==> src/source/core_pkg.sv <==
package core_pkg;

    localparam int XLEN       = 32;
    localparam int REG_ADDR_W = 5;

    typedef logic [XLEN-1:0]       word_t;
    typedef logic [REG_ADDR_W-1:0] reg_addr_t;

    // major opcodes of the supported subset
    typedef enum logic [6:0] {
        OPC_OP     = 7'b0110011,
        OPC_OP_IMM = 7'b0010011,
        OPC_LUI    = 7'b0110111,
        OPC_BRANCH = 7'b1100011,
        OPC_JAL    = 7'b1101111
    } opcode_t;

    typedef enum logic [3:0] {
        ALU_ADD,
        ALU_SUB,
        ALU_AND,
        ALU_OR,
        ALU_XOR,
        ALU_SLT,
        ALU_SLL,
        ALU_SRL,
        ALU_PASS_B
    } alu_op_t;

    typedef struct packed {
        logic [6:0] funct7;
        reg_addr_t  rs2;
        reg_addr_t  rs1;
        logic [2:0] funct3;
        reg_addr_t  rd;
        opcode_t    opcode;
    } r_fmt_t;

    typedef struct packed {
        logic [11:0] imm12;
        reg_addr_t   rs1;
        logic [2:0]  funct3;
        reg_addr_t   rd;
        opcode_t     opcode;
    } i_fmt_t;

    // branch offset is scattered over the word
    typedef struct packed {
        logic       imm12;
        logic [5:0] imm10_5;
        reg_addr_t  rs2;
        reg_addr_t  rs1;
        logic [2:0] funct3;
        logic [3:0] imm4_1;
        logic       imm11;
        opcode_t    opcode;
    } b_fmt_t;

    typedef struct packed {
        logic [19:0] imm20;
        reg_addr_t   rd;
        opcode_t     opcode;
    } u_fmt_t;

    typedef struct packed {
        logic       imm20;
        logic [9:0] imm10_1;
        logic       imm11;
        logic [7:0] imm19_12;
        reg_addr_t  rd;
        opcode_t    opcode;
    } j_fmt_t;

    typedef union packed {
        r_fmt_t r;
        i_fmt_t i;
        b_fmt_t b;
        u_fmt_t u;
        j_fmt_t j;
    } instr_u;

    typedef struct packed {
        logic   valid;
        word_t  pc;
        instr_u instr;
    } fetch_entry_t;

    typedef struct packed {
        logic      valid;
        word_t     pc;
        reg_addr_t rs1;
        reg_addr_t rs2;
        word_t     rs1_data;
        word_t     rs2_data;
        word_t     imm;
        reg_addr_t rd;
        alu_op_t   alu_op;
        logic      use_imm;
        logic      reg_we;
        logic      is_branch;
        logic      branch_ne;
        logic      is_jal;
        logic      illegal;
    } decode_entry_t;

    typedef struct packed {
        logic      valid;
        word_t     pc;
        reg_addr_t rd;
        logic      reg_we;
        logic      illegal;
        word_t     result;
    } exec_entry_t;

    typedef struct packed {
        logic  valid;
        word_t pc;
    } redirect_t;

    typedef struct packed {
        logic      valid;
        reg_addr_t rd;
        word_t     data;
    } bypass_t;

    typedef struct packed {
        logic      valid;
        word_t     pc;
        reg_addr_t rd;
        logic      reg_we;
        word_t     data;
        logic      illegal;
    } commit_t;

endpackage

==> src/source/fetch_unit.sv <==
module fetch_unit #(
    parameter core_pkg::word_t RESET_PC = 32'h0000_0000
) (
    input  logic                   clk_i,
    input  logic                   rstn_i,
    input  core_pkg::word_t        imem_rdata_i,
    input  logic                   imem_valid_i,
    input  core_pkg::redirect_t    redirect_i,
    output core_pkg::word_t        imem_addr_o,
    output core_pkg::fetch_entry_t fetch_o
);
    import core_pkg::*;

    word_t        pc_q;
    word_t        pc_d;
    fetch_entry_t fetch_d;
    fetch_entry_t fetch_q;

    // a redirect wins over sequential fetch
    always_comb begin
        if (redirect_i.valid) begin
            pc_d = redirect_i.pc;
        end else if (imem_valid_i) begin
            pc_d = pc_q + 32'd4;
        end else begin
            pc_d = pc_q;
        end
    end

    // bubble when memory is not ready or the word is on a dead path
    assign fetch_d.valid = imem_valid_i && !redirect_i.valid;
    assign fetch_d.pc    = pc_q;
    assign fetch_d.instr = imem_rdata_i;

    always_ff @(posedge clk_i or negedge rstn_i) begin
        if (!rstn_i) begin
            pc_q    <= RESET_PC;
            fetch_q <= '0;
        end else begin
            pc_q    <= pc_d;
            fetch_q <= fetch_d;
        end
    end

    assign imem_addr_o = pc_q;
    assign fetch_o     = fetch_q;

    // targets come from execute offsets, so alignment is checked here
    a_pc_aligned: assert property (@(posedge clk_i) disable iff (!rstn_i)
        imem_addr_o[1:0] == 2'b00);

endmodule

==> src/source/decoder.sv <==
module decoder (
    input  logic                    clk_i,
    input  logic                    rstn_i,
    input  core_pkg::fetch_entry_t  fetch_i,
    input  logic                    flush_i,
    input  core_pkg::word_t         rs1_data_i,
    input  core_pkg::word_t         rs2_data_i,
    output core_pkg::reg_addr_t     rs1_addr_o,
    output core_pkg::reg_addr_t     rs2_addr_o,
    output core_pkg::decode_entry_t decode_o
);
    import core_pkg::*;

    instr_u        instr;
    logic          illegal;
    logic          funct7_ok;
    decode_entry_t decode_d;
    decode_entry_t decode_q;

    assign instr      = fetch_i.instr;
    assign rs1_addr_o = instr.r.rs1;
    assign rs2_addr_o = instr.r.rs2;

    // only SUB uses the alternate funct7
    assign funct7_ok = (instr.r.funct7 == 7'b0000000) ||
                       (instr.r.funct7 == 7'b0100000 && instr.r.funct3 == 3'b000);

    always_comb begin
        decode_d          = '0;
        illegal           = 1'b0;
        decode_d.valid    = fetch_i.valid && !flush_i;
        decode_d.pc       = fetch_i.pc;
        decode_d.rs1      = instr.r.rs1;
        decode_d.rs2      = instr.r.rs2;
        decode_d.rs1_data = rs1_data_i;
        decode_d.rs2_data = rs2_data_i;
        decode_d.rd       = instr.r.rd;
        decode_d.alu_op   = ALU_ADD;

        case (instr.r.opcode)
            OPC_OP: begin
                decode_d.reg_we = 1'b1;
                illegal         = !funct7_ok;
                case (instr.r.funct3)
                    3'b000: decode_d.alu_op = instr.r.funct7[5] ? ALU_SUB : ALU_ADD;
                    3'b001: decode_d.alu_op = ALU_SLL;
                    3'b010: decode_d.alu_op = ALU_SLT;
                    3'b100: decode_d.alu_op = ALU_XOR;
                    3'b101: decode_d.alu_op = ALU_SRL;
                    3'b110: decode_d.alu_op = ALU_OR;
                    3'b111: decode_d.alu_op = ALU_AND;
                    default: illegal = 1'b1;
                endcase
            end
            OPC_OP_IMM: begin
                decode_d.reg_we  = 1'b1;
                decode_d.use_imm = 1'b1;
                decode_d.imm     = {{20{instr.i.imm12[11]}}, instr.i.imm12};
                case (instr.i.funct3)
                    3'b000: decode_d.alu_op = ALU_ADD;
                    3'b010: decode_d.alu_op = ALU_SLT;
                    3'b100: decode_d.alu_op = ALU_XOR;
                    3'b110: decode_d.alu_op = ALU_OR;
                    3'b111: decode_d.alu_op = ALU_AND;
                    default: illegal = 1'b1;
                endcase
            end
            OPC_LUI: begin
                decode_d.reg_we  = 1'b1;
                decode_d.use_imm = 1'b1;
                decode_d.alu_op  = ALU_PASS_B;
                decode_d.imm     = {instr.u.imm20, 12'b0};
            end
            OPC_BRANCH: begin
                decode_d.is_branch = 1'b1;
                decode_d.branch_ne = instr.b.funct3[0];
                decode_d.imm       = {{19{instr.b.imm12}}, instr.b.imm12, instr.b.imm11,
                                      instr.b.imm10_5, instr.b.imm4_1, 1'b0};
                illegal            = instr.b.funct3[2:1] != 2'b00;
            end
            OPC_JAL: begin
                decode_d.reg_we = 1'b1;
                decode_d.is_jal = 1'b1;
                decode_d.imm    = {{11{instr.j.imm20}}, instr.j.imm20, instr.j.imm19_12,
                                   instr.j.imm11, instr.j.imm10_1, 1'b0};
            end
            default: illegal = 1'b1;
        endcase

        // an unknown word retires without side effects
        decode_d.illegal = illegal;
        if (illegal) begin
            decode_d.reg_we    = 1'b0;
            decode_d.is_branch = 1'b0;
            decode_d.is_jal    = 1'b0;
        end
    end

    always_ff @(posedge clk_i or negedge rstn_i) begin
        if (!rstn_i) begin
            decode_q <= '0;
        end else begin
            decode_q <= decode_d;
        end
    end

    assign decode_o = decode_q;

    a_illegal_no_write: assert property (@(posedge clk_i) disable iff (!rstn_i)
        !(decode_o.illegal && decode_o.reg_we));

endmodule

==> src/source/regfile.sv <==
module regfile (
    input  logic                clk_i,
    input  logic                rstn_i,
    input  logic                we_i,
    input  core_pkg::reg_addr_t waddr_i,
    input  core_pkg::word_t     wdata_i,
    input  core_pkg::reg_addr_t raddr1_i,
    input  core_pkg::reg_addr_t raddr2_i,
    output core_pkg::word_t     rdata1_o,
    output core_pkg::word_t     rdata2_o
);
    import core_pkg::*;

    // x0 has no storage
    word_t regs_q [1:31];

    // same-cycle write is visible on the read port
    function automatic word_t read_port(reg_addr_t addr);
        if (addr == '0) begin
            return '0;
        end else if (we_i && waddr_i == addr) begin
            return wdata_i;
        end
        return regs_q[addr];
    endfunction

    always_ff @(posedge clk_i or negedge rstn_i) begin
        if (!rstn_i) begin
            for (int i = 1; i < 32; i++) begin
                regs_q[i] <= '0;
            end
        end else if (we_i && waddr_i != '0) begin
            regs_q[waddr_i] <= wdata_i;
        end
    end

    assign rdata1_o = read_port(raddr1_i);
    assign rdata2_o = read_port(raddr2_i);

endmodule

==> src/source/alu_exec.sv <==
module alu_exec (
    input  logic                    clk_i,
    input  logic                    rstn_i,
    input  core_pkg::decode_entry_t decode_i,
    input  core_pkg::bypass_t       bypass_i,
    output core_pkg::redirect_t     redirect_o,
    output core_pkg::exec_entry_t   exec_o
);
    import core_pkg::*;

    word_t       op_a;
    word_t       op_b_reg;
    word_t       op_b;
    word_t       alu_res;
    logic        taken;
    exec_entry_t exec_d;
    exec_entry_t exec_q;

    // writeback result overrides the value read in decode
    always_comb begin
        op_a     = decode_i.rs1_data;
        op_b_reg = decode_i.rs2_data;
        if (bypass_i.valid && bypass_i.rd != '0 && bypass_i.rd == decode_i.rs1) begin
            op_a = bypass_i.data;
        end
        if (bypass_i.valid && bypass_i.rd != '0 && bypass_i.rd == decode_i.rs2) begin
            op_b_reg = bypass_i.data;
        end
    end

    assign op_b = decode_i.use_imm ? decode_i.imm : op_b_reg;

    always_comb begin
        case (decode_i.alu_op)
            ALU_ADD:    alu_res = op_a + op_b;
            ALU_SUB:    alu_res = op_a - op_b;
            ALU_AND:    alu_res = op_a & op_b;
            ALU_OR:     alu_res = op_a | op_b;
            ALU_XOR:    alu_res = op_a ^ op_b;
            ALU_SLT:    alu_res = {31'b0, $signed(op_a) < $signed(op_b)};
            ALU_SLL:    alu_res = op_a << op_b[4:0];
            ALU_SRL:    alu_res = op_a >> op_b[4:0];
            ALU_PASS_B: alu_res = op_b;
            default:    alu_res = '0;
        endcase
    end

    // beq or bne on the register operands
    assign taken = decode_i.is_branch && ((op_a == op_b_reg) ^ decode_i.branch_ne);

    assign redirect_o.valid = decode_i.valid && (taken || decode_i.is_jal);
    assign redirect_o.pc    = decode_i.pc + decode_i.imm;

    always_comb begin
        exec_d.valid   = decode_i.valid;
        exec_d.pc      = decode_i.pc;
        exec_d.rd      = decode_i.rd;
        exec_d.reg_we  = decode_i.reg_we;
        exec_d.illegal = decode_i.illegal;
        // link value for jal
        exec_d.result  = decode_i.is_jal ? decode_i.pc + 32'd4 : alu_res;
    end

    always_ff @(posedge clk_i or negedge rstn_i) begin
        if (!rstn_i) begin
            exec_q <= '0;
        end else begin
            exec_q <= exec_d;
        end
    end

    assign exec_o = exec_q;

    // decode must squash the wrong-path slot right after a redirect
    a_redirect_src: assert property (@(posedge clk_i) disable iff (!rstn_i)
        redirect_o.valid |->
            (decode_i.valid && (decode_i.is_branch || decode_i.is_jal)) ##1 !decode_i.valid);

endmodule

==> src/source/writeback.sv <==
module writeback (
    input  core_pkg::exec_entry_t exec_i,
    output logic                  rf_we_o,
    output core_pkg::reg_addr_t   rf_waddr_o,
    output core_pkg::word_t       rf_wdata_o,
    output core_pkg::bypass_t     bypass_o,
    output core_pkg::commit_t     commit_o
);

    logic write_en;

    // one rule feeds regfile, bypass and commit
    assign write_en = exec_i.valid && exec_i.reg_we && !exec_i.illegal &&
                      (exec_i.rd != '0);

    assign rf_we_o    = write_en;
    assign rf_waddr_o = exec_i.rd;
    assign rf_wdata_o = exec_i.result;

    assign bypass_o.valid = write_en;
    assign bypass_o.rd    = exec_i.rd;
    assign bypass_o.data  = exec_i.result;

    // retire strobe covers illegal words too
    assign commit_o.valid   = exec_i.valid;
    assign commit_o.pc      = exec_i.pc;
    assign commit_o.rd      = exec_i.rd;
    assign commit_o.reg_we  = write_en;
    assign commit_o.data    = exec_i.result;
    assign commit_o.illegal = exec_i.illegal;

endmodule

==> src/source/datapath.sv <==
module datapath #(
    parameter core_pkg::word_t RESET_PC = 32'h0000_0000
) (
    input  logic              clk_i,
    input  logic              rstn_i,
    input  core_pkg::word_t   imem_rdata_i,
    input  logic              imem_valid_i,
    output core_pkg::word_t   imem_addr_o,
    output core_pkg::commit_t commit_o
);
    import core_pkg::*;

    fetch_entry_t  fetch_entry;
    decode_entry_t decode_entry;
    exec_entry_t   exec_entry;
    redirect_t     redirect;
    bypass_t       bypass;
    reg_addr_t     rs1_addr;
    reg_addr_t     rs2_addr;
    word_t         rs1_data;
    word_t         rs2_data;
    logic          rf_we;
    reg_addr_t     rf_waddr;
    word_t         rf_wdata;

    fetch_unit #(
        .RESET_PC(RESET_PC)
    ) fetch_unit_i (
        .clk_i       (clk_i),
        .rstn_i      (rstn_i),
        .imem_rdata_i(imem_rdata_i),
        .imem_valid_i(imem_valid_i),
        .redirect_i  (redirect),
        .imem_addr_o (imem_addr_o),
        .fetch_o     (fetch_entry)
    );

    // decode squashes its slot on the same redirect
    decoder decoder_i (
        .clk_i     (clk_i),
        .rstn_i    (rstn_i),
        .fetch_i   (fetch_entry),
        .flush_i   (redirect.valid),
        .rs1_data_i(rs1_data),
        .rs2_data_i(rs2_data),
        .rs1_addr_o(rs1_addr),
        .rs2_addr_o(rs2_addr),
        .decode_o  (decode_entry)
    );

    regfile regfile_i (
        .clk_i   (clk_i),
        .rstn_i  (rstn_i),
        .we_i    (rf_we),
        .waddr_i (rf_waddr),
        .wdata_i (rf_wdata),
        .raddr1_i(rs1_addr),
        .raddr2_i(rs2_addr),
        .rdata1_o(rs1_data),
        .rdata2_o(rs2_data)
    );

    alu_exec alu_exec_i (
        .clk_i     (clk_i),
        .rstn_i    (rstn_i),
        .decode_i  (decode_entry),
        .bypass_i  (bypass),
        .redirect_o(redirect),
        .exec_o    (exec_entry)
    );

    writeback writeback_i (
        .exec_i    (exec_entry),
        .rf_we_o   (rf_we),
        .rf_waddr_o(rf_waddr),
        .rf_wdata_o(rf_wdata),
        .bypass_o  (bypass),
        .commit_o  (commit_o)
    );

endmodule

==> config.mk <==
export PLATFORM = sky130hd
export DESIGN_NAME = datapath
export DESIGN_NICKNAME = d
export VERILOG_FILES = /design/src/source/core_pkg.sv /design/src/source/fetch_unit.sv /design/src/source/decoder.sv /design/src/source/regfile.sv /design/src/source/alu_exec.sv /design/src/source/writeback.sv /design/src/source/datapath.sv
export SDC_FILE = /design/constraint.sdc
export NUM_CORES = 2
export LEC_CHECK = 0
export BUFFER_PORTS_ARGS = -buffer_cell sky130_fd_sc_hd__buf_2
export CAP_MARGIN = 20
export CORE_ASPECT_RATIO = 0.7
export CORE_MARGIN = 2
export CORE_UTILIZATION = 45
export CTS_CLUSTER_DIAMETER = 150
export DETAILED_ROUTE_END_ITERATION = 6
export PLACE_DENSITY = 0.6
export SYNTH_ARGS = -nofsm -noshare
export SYNTH_HDL_FRONTEND = slang
export SYNTH_SLANG_ARGS = --single-unit
==> constraint.sdc <==
create_clock -name clk_i -period 14.9 [get_ports clk_i]
set_input_delay 2.235 -clock clk_i [delete_from_list [all_inputs] [get_ports clk_i]]
set_output_delay 2.235 -clock clk_i [all_outputs]
set_load 0.05 [all_outputs]
==> impl_metrics.yaml <==
status:
  run_status: "completed"
clocking:
  h_tree_levels: 4
  worstSkewPairLatency_ns: 0.80
  cts.path.max_buffers: 3
  cts-root-buf: "sky130_fd_sc_hd__clkbuf_16"
  clock_pin_slew_on_the_worst_setup_and_hold_paths_ns: 0.07
  cts_hold_buffers: 0
  clock-sinks: 1315
  postCtsSetupRepairBufs: 0
  cts-resized-gates: 0
  clock_buffers_created_by_tritoncts: 134
  cts_tree: "done"
floorplanning:
  die_area_um2: 173000
  core.rowCount: 126
  floorplan.die.height_um: 349
  start_util: 0.453
  fp.dieW_um: 497
  ioPinCount: 139
  core_um2: 169000
timing:
  setup_total_negative_slack_ns: 0
  finalMaxSlewViolations: 0
  period_minus_slack_ns: 6.99
  timing.slew.headroom: 0.0551
  skew_ns: 0.0337
  rsz0062_at_grt: "no"
  max_freq_ghz: 0.143
  fin_ws_ns: 7.91
  hold_viol: 0
  measured_slew_at_the_worst_slew_check_pin_ns: 1.40
  final_min_period_over_clock_period: 0.469
  timing.final.setup_violations: 0
setup_path:
  start_kind: "flip-flop"
  endpoint_kind: "flip-flop"
  timing_worst_setup_path_type: "flip-flop to flip-flop"
  critical_path.max_fanout: 32
  required_ns: 15.54
  worst_ep_arrival_time_ns: 7.63
power_and_ir_drop:
  power_frac_seq: 0.461
  power.ir.vdd_worst_mv: 0.116
  cell_internal_pwr_mw: 6.05
  p_total_mw: 8.62
  p_leak_nw: 38.4
  power.share.switching: 0.298
  comb_power_share: 0.130
  pwr_density_cell_nw_per_um2: 103
  p_sw_mw: 2.57
  power.share.clock: 0.409
grt:
  initial_antenna_violation_count: 23
  grt_start_max_net_pins: 180
  grt_pass1_wl_mm: 406
  grtUsageMet1: 0.516
  grt_pass1_vias: 52400
  busiest_layer: "met1"
  track_usage: 0.329
  globalRouteOverflowTotal: 0
  grt_use_met2: 0.440
  met3_usage: 0.0915
detailed_routing:
  drtIter0Drc: 6704
  drt_wl_total_mm: 286
  num_vias: 53600
  first_pass_iters: 6
  ant_nets: 0
  avgViaCountPerCell: 6.68
  wire_per_inst_um: 35.6
  detail_route.drc_violations: 0
synth:
  synth_area_leader_cell: "sky130_fd_sc_hd__dfrtp_1"
  syn_inst: 5862
  dominantRegCellSynth: "sky130_fd_sc_hd__dfrtp_1"
  synth_async_sr_flop_share: 1.00
  postSynthAreaPerCell_um2: 13.0
  syn-num-nets: 6030
  ys_ff_latch: 1315
  synth_top_cell_area_share: 0.430
  synth_cell_type_count: 87
  synth_area_um2: 76500
  synth.yosys.seq_area_share: 0.430
  synthTopCellsByArea: "sky130_fd_sc_hd__dfrtp_1, sky130_fd_sc_hd__mux4_2, sky130_fd_sc_hd__mux2_2, sky130_fd_sc_hd__mux2i_1, sky130_fd_sc_hd__ha_1"
  synth-edff-count: 0
  synth_warnings: 0
finish:
  layout-drive-gt1-share: 0.399
  layout.cells.most_common_list: "sky130_fd_sc_hd__dfrtp_1, sky130_fd_sc_hd__mux2_2, sky130_fd_sc_hd__mux4_2, sky130_fd_sc_hd__nand2_1, sky130_fd_sc_hd__mux2i_1"
  leading_cell_type_in_the_layout_fill_and_taps_excluded: "sky130_fd_sc_hd__dfrtp_1"
  filler_cells: 14700
  nNetsFinal: 5841
  synthToLayoutAreaGrowth_pct: 8.89
hold_path:
  worstHoldPathType: "flip-flop to flip-flop"
placement:
  routabilityCongestion: 1.01
  hpwl_mm: 187
  pre_cts_ws_ns: 8.18
  portBuffers: 138
run:
  max_cap_violations: 0
[state kept, by name, summed over array words and instances, names as in the netlist]
name and cells:
regfile_i.regs_q 992, decoder_i.decode_o 154, fetch_unit_i.imem_addr_o 32, alu_exec_i.exec_o 72, fetch_unit_i.fetch_o 65
[cells by family (layout without fill, tap and decap cells)]
group | count (synthesis) | in the layout | synth area share
other | 0 | 3 | 0
AND/OR/NAND/NOR | 811 | 811 | 0.0492
buffers and inverters | 740 | 656 | 0.0438
AO/OA/AOI/OAI | 768 | 768 | 0.0687
multiplexers | 1943 | 1943 | 0.369
flip-flops | 1315 | 1315 | 0.430
XOR/XNOR | 152 | 152 | 0.0174
adder cells (fa/ha/maj) | 133 | 133 | 0.0221
[area by class of cell]
type,instances,area (um^2),share of cell area
sequential,1315,32900,0.396
timing repair buffer,297,2030,0.0243
clock inverter,27,350,0.00421
antenna,3,7.51,0.0000901
clock buffer,214,4160,0.0500
tap,2240,2800,0.0337
multi-input combinational,3807,40500,0.487
inverter,118,445,0.00535
[cell usage after synthesis, types with 19 or more instances]
cell type                  number
sky130_fd_sc_hd__xnor2_1       76
sky130_fd_sc_hd__a22o_1        69
sky130_fd_sc_hd__clkbuf_1     341
sky130_fd_sc_hd__nand3_1       56
sky130_fd_sc_hd__a211oi_1      19
sky130_fd_sc_hd__o21ai_0      193
sky130_fd_sc_hd__a221oi_1      28
sky130_fd_sc_hd__and3_1        27
sky130_fd_sc_hd__xor2_1        76
sky130_fd_sc_hd__a31oi_1       19
sky130_fd_sc_hd__a21o_1        60
sky130_fd_sc_hd__inv_1        113
sky130_fd_sc_hd__buf_4        113
sky130_fd_sc_hd__dfrtp_1     1315
sky130_fd_sc_hd__nor3_1        47
sky130_fd_sc_hd__mux2_2      1113
sky130_fd_sc_hd__nand4_1       33
sky130_fd_sc_hd__mux2i_1      234
sky130_fd_sc_hd__ha_1         130
sky130_fd_sc_hd__buf_2         21
sky130_fd_sc_hd__buf_1        133
sky130_fd_sc_hd__nor2_1       182
sky130_fd_sc_hd__mux4_2       585
sky130_fd_sc_hd__nor2b_1       20
sky130_fd_sc_hd__a21oi_1      135
sky130_fd_sc_hd__nand2_1      331
sky130_fd_sc_hd__o221ai_1      22
sky130_fd_sc_hd__o22ai_1       19
sky130_fd_sc_hd__o211ai_1      36
[metrics by stage]
stage               hold WS [ns]  std cells  area [um^2]  utilization
floorplan                  0.331       5862        76500            -
global placement           0.331       7773        78700        0.467
detailed placement         0.335       7775        78700        0.467
CTS                        0.331       8016        83200        0.493
global route               0.341       8018        83300        0.494
finish                     0.330       8021        83300        0.494
[layer usage]
layer / part of all wire / wire length (um)
met4: 0.028 / 8100
met3: 0.10 / 28500
met2: 0.41 / 116000
met1: 0.47 / 133000
met5: 0.00047 / 135
[power groups by stage]
stage          clock network [mW]  registers, mW  logic, mW
5_1_grt                      3.73           3.98       1.19
3_3_place_gp                    0           4.02       1.10
6_report                     3.53           3.97       1.12
4_1_cts                      3.58           3.96       1.11
2_1_floorplan                   0           3.88      0.868
3_5_place_dp                    0           4.02       1.11
[worst max-delay path, stage by stage (launching register included)]
cell and delay [ns]:
sky130_fd_sc_hd__dfrtp_1 0.60, sky130_fd_sc_hd__or3_4 0.53, sky130_fd_sc_hd__o31ai_4 0.32, sky130_fd_sc_hd__inv_2 0.14, sky130_fd_sc_hd__nand4_4 0.08, sky130_fd_sc_hd__buf_4 0.57, sky130_fd_sc_hd__mux2i_2 0.74, sky130_fd_sc_hd__inv_1 0.16
sky130_fd_sc_hd__ha_1 0.42, sky130_fd_sc_hd__inv_1 0.14, sky130_fd_sc_hd__a211oi_1 0.40, sky130_fd_sc_hd__o2111ai_1 0.23, sky130_fd_sc_hd__a31oi_1 0.81, sky130_fd_sc_hd__o2111ai_1 0.38, sky130_fd_sc_hd__and2_1 0.38, sky130_fd_sc_hd__o21a_1 0.25
sky130_fd_sc_hd__o31ai_1 0.26, sky130_fd_sc_hd__mux2i_1 0.23, sky130_fd_sc_hd__a32oi_1 0.11
[final timing paths]
check / start / endpoint / slack [ns] / cells after the start
min reg2reg: fetch_unit_i.fetch_o[63]$_DFF_PN0_ / decoder_i.decode_o[152]$_DFF_PN0_ / 0.33 / 0
max in group asynchronous: rstn_i / regfile_i.regs_q[102]$_DFFE_PN0P_ / 10.25 / 4
min: fetch_unit_i.fetch_o[63]$_DFF_PN0_ / decoder_i.decode_o[152]$_DFF_PN0_ / 0.33 / 0
max: alu_exec_i.exec_o[38]$_DFF_PN0_ / alu_exec_i.exec_o[31]$_DFF_PN0_ / 7.91 / 18
min in group asynchronous: rstn_i / regfile_i.regs_q[474]$_DFFE_PN0P_ / 1.34 / 1
max reg2reg: alu_exec_i.exec_o[38]$_DFF_PN0_ / alu_exec_i.exec_o[31]$_DFF_PN0_ / 7.91 / 18
No activity file was read; power rests on OpenSTA's default activity.
